$ cat config.mk
export PLATFORM = sky130hd
export DESIGN_NAME = gsau_top
export DESIGN_NICKNAME = d
export VERILOG_FILES = /design/src/hdl/gsau_pkg.sv /design/src/hdl/gsau_control_unit.sv /design/src/hdl/gsau_top.sv /design/src/hdl/mac_pe.sv /design/src/hdl/sync_fifo.sv /design/src/hdl/systolic_array.sv
export SDC_FILE = /design/constraint.sdc
export NUM_CORES = 2
export LEC_CHECK = 0
export BUFFER_PORTS_ARGS = -buffer_cell sky130_fd_sc_hd__buf_2
export CORE_AREA = 2 2 422 424
export CTS_BUF_LIST = sky130_fd_sc_hd__clkbuf_8
export DETAILED_ROUTE_END_ITERATION = 12
export DIE_AREA = 0 0 424 426
export GPL_ROUTABILITY_DRIVEN = 0
export PLACE_DENSITY = 0.66
export SETUP_SLACK_MARGIN = 0.1
export SYNTH_ARGS = -nofsm -noshare
export SYNTH_HDL_FRONTEND = slang
export SYNTH_HIERARCHICAL = 1
export SYNTH_SLANG_ARGS = --single-unit
$ cat constraint.sdc
create_clock -name CLK -period 9.05 [get_ports CLK]
set_input_delay 0.4525 -clock CLK [delete_from_list [all_inputs] [get_ports CLK]]
set_output_delay 0.4525 -clock CLK [all_outputs]
set_load 0.01 [all_outputs]
$ cat src/hdl/gsau_pkg.sv
// shared constants and vector types for the systolic array unit
package gsau_pkg;

  // array geometry
  localparam int ARRAY_N = 4;   // rows and columns of the mac grid
  localparam int DATA_W  = 8;   // weight / activation element, unsigned
  localparam int PSUM_W  = 16;  // partial sum element, wraps on overflow

  // accept-to-push latency of the array pipeline
  // row/column skew plus the pe registers plus the deskew tail
  localparam int sa_lat = ARRAY_N + 2;

  // one row of weights or one activation vector
  // element i sits at bits [i*DATA_W +: DATA_W]
  typedef logic [ARRAY_N-1:0][DATA_W-1:0] elem_vec_t;

  // one partial-sum vector, element c belongs to column c
  typedef logic [ARRAY_N-1:0][PSUM_W-1:0] psum_vec_t;

  // the two register file operands that ride along with a request
  // vdata1 is a weight row on a load, activations on an input
  // vdata2 only matters on an input
  typedef struct packed {
    elem_vec_t vdata1;
    psum_vec_t vdata2;
  } operand_t;

  // request and writeback structs carry the destination register,
  // whose width follows VEGGIEREGS, so they live in the modules

endpackage

$ cat src/hdl/gsau_control_unit.sv
`timescale 1ns/1ns

// scoreboard handshake, array strobes and in-order destination pairing
module gsau_control_unit import gsau_pkg::*; #(
  parameter int  VEGGIEREGS = 256,
  parameter int  VDST_DEPTH = 16,
  parameter type vdst_t     = logic [$clog2(VEGGIEREGS)-1:0]
) (
  input  logic      CLK,
  input  logic      rst_n,
  // scoreboard side
  input  logic      sb_valid,
  output logic      sb_ready,
  input  logic      sb_weight,   // 1 = weight row load, 0 = input op
  input  vdst_t     sb_vdst,
  // register file operands
  input  elem_vec_t veg_vdata1,
  input  psum_vec_t veg_vdata2,
  // array side
  output elem_vec_t sa_in,
  output psum_vec_t sa_partials,
  output logic      sa_weight_en,
  output logic      sa_input_en,
  input  logic      sa_has_space,
  input  logic      sa_out_valid,
  output logic      sa_out_ready,
  input  psum_vec_t sa_out,
  // writeback side
  input  logic      wb_ready,
  output logic      wb_valid,
  output vdst_t     wb_vdst,
  output psum_vec_t wb_psum
);

  typedef struct packed {
    logic  weight;
    vdst_t vdst;
  } sb_req_t;

  typedef struct packed {
    vdst_t     vdst;
    psum_vec_t psum;
  } wb_beat_t;

  sb_req_t  req;
  operand_t ops;
  wb_beat_t beat;
  logic     xfer;
  vdst_t    vdst_head;
  logic     vdst_empty;
  logic     vdst_full;

  assign req = '{weight: sb_weight, vdst: sb_vdst};
  assign ops = '{vdata1: veg_vdata1, vdata2: veg_vdata2};

  // open issue only when a destination slot, an array slot and writeback are all free
  assign sb_ready = !vdst_full && sa_has_space && wb_ready;
  assign xfer     = sb_valid && sb_ready;

  // operands go straight through, strobes qualify them
  assign sa_in        = ops.vdata1;
  assign sa_partials  = ops.vdata2;
  assign sa_weight_en = xfer && req.weight;
  assign sa_input_en  = xfer && !req.weight;  // also pushes the vdst

  // writeback fires only with both heads present
  assign sa_out_ready = wb_ready;
  assign wb_valid     = sa_out_valid && wb_ready && !vdst_empty;

  assign beat    = '{vdst: vdst_head, psum: sa_out};
  assign wb_vdst = beat.vdst;
  assign wb_psum = beat.psum;

  // destinations wait here in issue order, one per input op
  sync_fifo #(
    .entry_t(vdst_t),
    .DEPTH  (VDST_DEPTH)
  ) u_vdst_q (
    .CLK  (CLK),
    .rst_n(rst_n),
    .push (sa_input_en),
    .pop  (wb_valid),     // pops alongside the array output queue
    .din  (req.vdst),
    .dout (vdst_head),
    .count(),
    .empty(vdst_empty),
    .full (vdst_full)
  );

endmodule

$ cat src/hdl/gsau_top.sv
`timescale 1ns/1ns

// gsau top: control unit in front of the systolic array
module gsau_top import gsau_pkg::*; #(
  parameter int VEGGIEREGS = 256,
  parameter int VDST_DEPTH = 16,
  parameter int OUT_DEPTH  = 8
) (
  input  logic                          CLK,
  input  logic                          rst_n,
  input  logic                          sb_valid,
  output logic                          sb_ready,
  input  logic                          sb_weight,
  input  logic [$clog2(VEGGIEREGS)-1:0] sb_vdst,
  input  elem_vec_t                     veg_vdata1,
  input  psum_vec_t                     veg_vdata2,
  input  logic                          wb_ready,
  output logic                          wb_valid,
  output logic [$clog2(VEGGIEREGS)-1:0] wb_vdst,
  output psum_vec_t                     wb_psum
);

  typedef logic [$clog2(VEGGIEREGS)-1:0] vdst_t;  // 8 bits at 256 regs

  elem_vec_t sa_in;
  psum_vec_t sa_partials;
  psum_vec_t sa_out;
  logic      sa_weight_en;
  logic      sa_input_en;
  logic      sa_has_space;
  logic      sa_out_valid;
  logic      sa_out_ready;

  gsau_control_unit #(
    .VEGGIEREGS(VEGGIEREGS),
    .VDST_DEPTH(VDST_DEPTH),
    .vdst_t    (vdst_t)
  ) u_ctrl (
    .CLK         (CLK),
    .rst_n       (rst_n),
    .sb_valid    (sb_valid),
    .sb_ready    (sb_ready),
    .sb_weight   (sb_weight),
    .sb_vdst     (sb_vdst),
    .veg_vdata1  (veg_vdata1),
    .veg_vdata2  (veg_vdata2),
    .sa_in       (sa_in),
    .sa_partials (sa_partials),
    .sa_weight_en(sa_weight_en),
    .sa_input_en (sa_input_en),
    .sa_has_space(sa_has_space),
    .sa_out_valid(sa_out_valid),
    .sa_out_ready(sa_out_ready),
    .sa_out      (sa_out),
    .wb_ready    (wb_ready),
    .wb_valid    (wb_valid),
    .wb_vdst     (wb_vdst),
    .wb_psum     (wb_psum)
  );

  // output queue must cover the full pipe, so OUT_DEPTH >= in-flight max
  systolic_array #(
    .OUT_DEPTH(OUT_DEPTH)
  ) u_array (
    .CLK      (CLK),
    .rst_n    (rst_n),
    .weight_en(sa_weight_en),
    .input_en (sa_input_en),
    .in_vec   (sa_in),
    .partials (sa_partials),
    .has_space(sa_has_space),
    .out_valid(sa_out_valid),
    .out_ready(sa_out_ready),
    .out_vec  (sa_out)
  );

endmodule

$ cat src/hdl/mac_pe.sv
`timescale 1ns/1ns

// weight-stationary mac cell
// activation flows right, partial sum flows down, weight shifts down on load
module mac_pe import gsau_pkg::*; (
  input  logic              CLK,
  input  logic              rst_n,
  input  logic              w_load,
  input  logic [DATA_W-1:0] w_in,
  output logic [DATA_W-1:0] w_out,
  input  logic [DATA_W-1:0] a_in,
  output logic [DATA_W-1:0] a_out,
  input  logic [PSUM_W-1:0] p_in,
  output logic [PSUM_W-1:0] p_out
);

  logic [DATA_W-1:0] weight_q;
  logic [PSUM_W-1:0] prod;

  // 8x8 unsigned product fits 16 bits exactly
  assign prod  = PSUM_W'(a_in) * PSUM_W'(weight_q);
  assign w_out = weight_q;  // old weight feeds the row below

  always_ff @(posedge CLK) begin
    if (!rst_n) begin
      weight_q <= '0;  // array starts with zero weights
    end else if (w_load) begin
      weight_q <= w_in;
    end
  end

  // one pipeline step per cycle
  always_ff @(posedge CLK) begin
    a_out <= a_in;
    p_out <= p_in + prod;  // wraps at PSUM_W
  end

endmodule

$ cat src/hdl/sync_fifo.sv
`timescale 1ns/1ns

// circular buffer, head always on dout
module sync_fifo #(
  parameter type entry_t = logic,
  parameter int  DEPTH   = 4,
  parameter int  CNT_W   = $clog2(DEPTH + 1)  // count must reach DEPTH
) (
  input  logic             CLK,
  input  logic             rst_n,
  input  logic             push,
  input  logic             pop,
  input  entry_t           din,
  output entry_t           dout,
  output logic [CNT_W-1:0] count,
  output logic             empty,
  output logic             full
);

  localparam int PTR_W = (DEPTH > 1) ? $clog2(DEPTH) : 1;

  entry_t           mem [DEPTH];
  logic [PTR_W-1:0] rd_ptr;
  logic [PTR_W-1:0] wr_ptr;
  logic             do_push;
  logic             do_pop;

  // wrap without needing a power-of-two depth
  function automatic logic [PTR_W-1:0] next_ptr(input logic [PTR_W-1:0] ptr);
    return (ptr == PTR_W'(DEPTH - 1)) ? '0 : ptr + 1'b1;
  endfunction

  assign empty   = (count == '0);
  assign full    = (count == CNT_W'(DEPTH));
  assign do_push = push && !full;   // overflow push dropped
  assign do_pop  = pop && !empty;   // underflow pop dropped
  assign dout    = mem[rd_ptr];     // show-ahead

  always_ff @(posedge CLK) begin
    if (!rst_n) begin
      rd_ptr <= '0;
      wr_ptr <= '0;
      count  <= '0;
    end else begin
      if (do_push) wr_ptr <= next_ptr(wr_ptr);
      if (do_pop) rd_ptr <= next_ptr(rd_ptr);
      case ({do_push, do_pop})
        2'b10:   count <= count + 1'b1;
        2'b01:   count <= count - 1'b1;
        default: count <= count;  // idle, or push and pop cancel
      endcase
    end
  end

  // storage
  always_ff @(posedge CLK) begin
    if (do_push) mem[wr_ptr] <= din;
  end

endmodule

$ cat src/hdl/systolic_array.sv
`timescale 1ns/1ns

// 4x4 weight-stationary grid
// activations enter on the left, skewed by row
// partials enter on top, skewed by column
// results leave the bottom, get deskewed and land in an output queue
module systolic_array import gsau_pkg::*; #(
  parameter int OUT_DEPTH = 8
) (
  input  logic      CLK,
  input  logic      rst_n,
  input  logic      weight_en,
  input  logic      input_en,
  input  elem_vec_t in_vec,
  input  psum_vec_t partials,
  output logic      has_space,
  output logic      out_valid,
  input  logic      out_ready,
  output psum_vec_t out_vec
);

  localparam int OCNT_W = $clog2(OUT_DEPTH + 1);
  localparam int FL_W   = $clog2(sa_lat + 2);
  localparam int OCC_W  = $clog2(OUT_DEPTH + sa_lat + 2);

  elem_vec_t         act_in;
  psum_vec_t         part_in;
  logic [DATA_W-1:0] a_h [ARRAY_N][ARRAY_N+1];  // horizontal activation links
  logic [DATA_W-1:0] w_v [ARRAY_N+1][ARRAY_N];  // vertical weight chain
  logic [PSUM_W-1:0] p_v [ARRAY_N+1][ARRAY_N];  // vertical partial links
  psum_vec_t         res_vec;                   // aligned result
  logic [sa_lat:0]   vld_q;                     // marks real results in the pipe
  logic [FL_W-1:0]   in_flight;
  logic [OCNT_W-1:0] q_count;
  logic              q_empty;
  logic [OCC_W-1:0]  occupancy;

  // keep idle cycles at zero so the grid only toggles on real work
  assign act_in  = input_en ? in_vec : '0;
  assign part_in = input_en ? partials : '0;

  // row r activation waits r cycles
  for (genvar r = 0; r < ARRAY_N; r++) begin : g_row
    if (r == 0) begin : g_direct
      assign a_h[0][0] = act_in[0];
    end else begin : g_skew
      logic [DATA_W-1:0] dly_q [r];
      always_ff @(posedge CLK) begin
        dly_q[0] <= act_in[r];
        for (int k = 1; k < r; k++) begin
          dly_q[k] <= dly_q[k-1];
        end
      end
      assign a_h[r][0] = dly_q[r-1];
    end
  end

  // column c: partial waits c cycles going in, result waits N-1-c coming out
  for (genvar c = 0; c < ARRAY_N; c++) begin : g_col
    assign w_v[0][c] = in_vec[c];  // new weight row enters row 0

    if (c == 0) begin : g_p_direct
      assign p_v[0][0] = part_in[0];
    end else begin : g_p_skew
      logic [PSUM_W-1:0] dly_q [c];
      always_ff @(posedge CLK) begin
        dly_q[0] <= part_in[c];
        for (int k = 1; k < c; k++) begin
          dly_q[k] <= dly_q[k-1];
        end
      end
      assign p_v[0][c] = dly_q[c-1];
    end

    if (c == ARRAY_N - 1) begin : g_o_direct
      assign res_vec[c] = p_v[ARRAY_N][c];  // last column is already latest
    end else begin : g_o_deskew
      logic [PSUM_W-1:0] dly_q [ARRAY_N-1-c];
      always_ff @(posedge CLK) begin
        dly_q[0] <= p_v[ARRAY_N][c];
        for (int k = 1; k < ARRAY_N - 1 - c; k++) begin
          dly_q[k] <= dly_q[k-1];
        end
      end
      assign res_vec[c] = dly_q[ARRAY_N-2-c];
    end
  end

  // the grid itself
  for (genvar r = 0; r < ARRAY_N; r++) begin : g_pe_row
    for (genvar c = 0; c < ARRAY_N; c++) begin : g_pe_col
      mac_pe u_pe (
        .CLK   (CLK),
        .rst_n (rst_n),
        .w_load(weight_en),  // whole grid shifts down together
        .w_in  (w_v[r][c]),
        .w_out (w_v[r+1][c]),
        .a_in  (a_h[r][c]),
        .a_out (a_h[r][c+1]),
        .p_in  (p_v[r][c]),
        .p_out (p_v[r+1][c])
      );
    end
  end

  // valid tag shadows the data through skew, grid and deskew
  // in_flight counts accepted inputs not yet pushed
  always_ff @(posedge CLK) begin
    if (!rst_n) begin
      vld_q     <= '0;
      in_flight <= '0;
    end else begin
      vld_q <= {vld_q[sa_lat-1:0], input_en};
      case ({input_en, vld_q[sa_lat]})
        2'b10:   in_flight <= in_flight + 1'b1;
        2'b01:   in_flight <= in_flight - 1'b1;
        default: in_flight <= in_flight;
      endcase
    end
  end

  sync_fifo #(
    .entry_t(psum_vec_t),
    .DEPTH  (OUT_DEPTH)
  ) u_out_q (
    .CLK  (CLK),
    .rst_n(rst_n),
    .push (vld_q[sa_lat]),  // whole vector aligned this cycle
    .pop  (out_ready),      // ignored inside when empty
    .din  (res_vec),
    .dout (out_vec),
    .count(q_count),
    .empty(q_empty),
    .full ()
  );

  // reserve a queue slot for every result still in the pipe
  assign occupancy = OCC_W'(q_count) + OCC_W'(in_flight);
  assign has_space = occupancy < OCC_W'(OUT_DEPTH);
  assign out_valid = !q_empty;

endmodule

==> flow_summary.yaml <==
die:
  standard_cell_core_area_mm2: 0.176
  floorplan.rows: 154
  pin_count: 183
  horizontal_extent_of_the_die_um: 424
  floorplan.die_area_mm2: 0.181
  chipHeight_um: 426
  start_util_pct: 49.4
pwr:
  peakVddDrop_uv: 140
  clkPwrFrac_pct: 43.4
  power_frac_seq_pct: 52.4
  leakagePower_nw: 42.1
  comb_power_share_pct: 4.2
  power-per-cell-area_mw_per_mm2: 138
  swShare_pct: 23.0
  cellInternalPower_mw: 10.1
  power.total_mw: 13.1
  net-switching-power_mw: 3.01
worst_hold_path:
  worstHoldStart: "veg_vdata2[15]"
  hold_path_end: "u_array/g_pe_row[0].g_pe_col[0].u_pe/p_out[15]"
  holdCritPathClass: "in -> reg"
  timing.hold.worst_path_depth: 5
placement:
  io_buffer_count: 182
  dpl.hpwl_um: 123000
  placed_area_mm2: 0.0890
  preCtsSetupSlack_ns: 2.53
status:
  outcome: "completed"
setup_path:
  reg2regPathDepth: 22
  rrSetupSlack_ns: 2.55
  worst_setup_path_start_kind: "flop"
  regToRegStartpoint: "u_array/u_out_q/count[1]"
  crit_required_ns: 9.92
  signal_arrival_time_at_the_worst_endpoint_ns: 7.37
  critPathCaptureType: "flop"
  critPathMaxFanout: 54
  reg2reg_to: "u_array/g_pe_row[0].g_pe_col[0].u_pe/p_out[12]"
  timing.setup.critical_path_class: "reg -> reg"
synthesis:
  synth.yosys.warnings: 6
  avgSynthCellArea_um2: 11.5
  post_synth_instance_area_mm2: 0.0868
  synth_cells: 7553
  syn_nets: 9041
cells_and_area:
  final_design_area_no_fill_mm2: 0.0948
  area_growth_syn_to_layout_pct: 9.24
  drive_above_1_share_pct: 11.8
  filler_cell_count: 15100
  final_net_count: 9262
timing:
  min_period_ns: 6.50
  hold_viol: 0
  timing.setup.tns_ns: 0
  maxSlewViolCount: 0
  fin_worst_skew_ns: 0.0720
  fmaxAchievable_mhz: 154
  setup_repair_after_global_routing_missed_its_margin: "false"
  final_min_period_over_clock_period_pct: 71.8
  fin_ws_ns: 2.55
  setup_viol_count_final: 0
  slew_headroom_pct: 28.5
  worst_margin_slew_ns: 1.07
clocking:
  max-clock-path-buffers: 3
  cts_tree: "built"
  root_buffer: "sky130_fd_sc_hd__clkbuf_8"
  clkSinkCount: 1400
  clock_tree.htree_level_count: 4
  cts.clk_slew.worst_paths_ns: 0.07
  clk-insertion-delay-late_ns: 0.97
  cts_buffers: 227
drt:
  routed_via_density: 4.88
  length_of_the_first_detailed_routing_pass_in_iterations: 6
  ant_nets: 0
  number_of_violations_reported_at_the_end_of_detailed_routing_iteration_0: 2434
  via_count: 50300
  route.final.wire_length_um: 166000
  post_drt_wl_per_cell_um: 16.1
  detail_route.drc_violations: 0
global_route:
  grt_start_max_net_pins: 99
  grt.overflow.total: 0
  first_global_vias: 52900
  wire_length_of_the_first_global_routing_pass_um: 274000
  grtUsageTotal_pct: 18.7
  antenna_found_initial: 4
flow_run:
  maxCapViolations: 0
critical path: stages, from the launching register on:
cell and delay, ns:
sky130_fd_sc_hd__dfxtp_1 0.51, sky130_fd_sc_hd__ha_1 0.30, sky130_fd_sc_hd__a31o_2 0.24, sky130_fd_sc_hd__a21oi_1 0.17
sky130_fd_sc_hd__xor2_1 0.16, sky130_fd_sc_hd__and3b_1 0.21, sky130_fd_sc_hd__and3b_4 0.54, sky130_fd_sc_hd__buf_4 0.48
sky130_fd_sc_hd__and2_1 0.19, sky130_fd_sc_hd__inv_1 0.06, sky130_fd_sc_hd__fa_1 0.52, sky130_fd_sc_hd__inv_1 0.05
sky130_fd_sc_hd__fa_1 0.48, sky130_fd_sc_hd__fa_1 0.49, sky130_fd_sc_hd__inv_1 0.05, sky130_fd_sc_hd__fa_1 0.52
sky130_fd_sc_hd__inv_1 0.04, sky130_fd_sc_hd__ha_1 0.36, sky130_fd_sc_hd__and2_4 0.20, sky130_fd_sc_hd__a221oi_4 0.30
sky130_fd_sc_hd__a21oi_2 0.11, sky130_fd_sc_hd__nor4_1 0.25, sky130_fd_sc_hd__nand3b_1 0.13
final cells by class:
cell class,instances,area (um^2),area share [%]
repair buffers,299,2030,2.14
multi-input cells,4255,44500,47.0
diodes,3,7.51,0.00791
well taps,2340,2930,3.09
flip-flops and latches,1400,34400,36.3
clock inverters,163,1240,1.30
clock buffers,268,3690,3.89
inverters,1591,5980,6.30
what timing repair did:
action                                 in CTS  in global routing
resized for setup                           0                  0
buffers inserted                            0                  0
hold buffers                               91                  0
endpoints found under the hold margin     283                  0
state kept, by name, indices dropped and copies added (netlist names), 5 cells and up, named ones only:
name                                  cells
u_array/g_col.g_p_skew.dly_q             96
u_ctrl/u_vdst_q/count                     5
u_array/u_out_q/mem                     512
u_array/g_pe_row.g_pe_col.u_pe/p_out    256
u_array/g_row.g_skew.dly_q               48
u_ctrl/u_vdst_q/mem                     128
u_array/g_pe_row.g_pe_col.u_pe/a_out     96
u_array/g_col.g_o_deskew.dly_q           96
u_array/g_pe_row.g_pe_col.u_pe/w_out    128
u_array/vld_q                             7
placed cells by master (no fill, tap or decap), drive strengths merged, types with 166 or more instances in the layout:
cell	instances
fa	801
a21oi	173
buf	208
edfxtp	640
ha	578
nand2	610
and2	655
mux4	168
clkbuf	268
inv	1689
dfxtp	760
nor2b	166
per-layer routing:
layer  up-vias  part of all wire [%]  routed length [um]  global-route usage (%)
met5         -                     0                   0                       0
met3       230                   4.0                6640                    2.98
met1     24800                    47               78700                    25.8
met2       840                    47               77200                    30.9
li1      24500                     -                   -                       -
met4         0                   1.9                3200                    4.83
worst max-delay path by stage:
stage                                   startpoint                                              to  slack (ns)  cells after the start
after global routing      u_array/u_out_q/count[1]  u_array/g_pe_row[0].g_pe_col[0].u_pe/p_out[12]        2.03                     22
after detailed placement  u_array/u_out_q/count[1]  u_array/g_pe_row[0].g_pe_col[0].u_pe/p_out[12]        2.53                     22
final                     u_array/u_out_q/count[1]  u_array/g_pe_row[0].g_pe_col[0].u_pe/p_out[12]        2.55                     22
after floorplan           u_array/u_out_q/count[1]                       u_array/u_out_q/mem[0][0]        1.44                      5
after CTS                 u_array/u_out_q/count[1]  u_array/g_pe_row[0].g_pe_col[0].u_pe/p_out[12]        2.48                     22
after global placement    u_array/u_out_q/count[1]  u_array/g_pe_row[0].g_pe_col[0].u_pe/p_out[12]        2.54                     22
stage by stage:
stage          std cells  utilization, %  hold slack (ns)
2_1_floorplan       7553               -            0.310
3_3_place_gp        9794            50.6            0.310
3_5_place_dp        9794            50.6            0.312
4_1_cts            10300            54.0           0.0180
5_1_grt            10300            54.0            0.116
6_report           10300            54.0            0.114
power groups by stage:
stage	Sequential (mW)	Combinational [mW]	Clock, mW
after floorplan	6.93	0.412	0
after global placement	6.99	0.511	0
after detailed placement	7.00	0.525	0
after CTS	6.86	0.558	5.86
after global routing	6.87	0.635	6.15
final	6.86	0.552	5.68
Power figures use the tool's default switching activity.
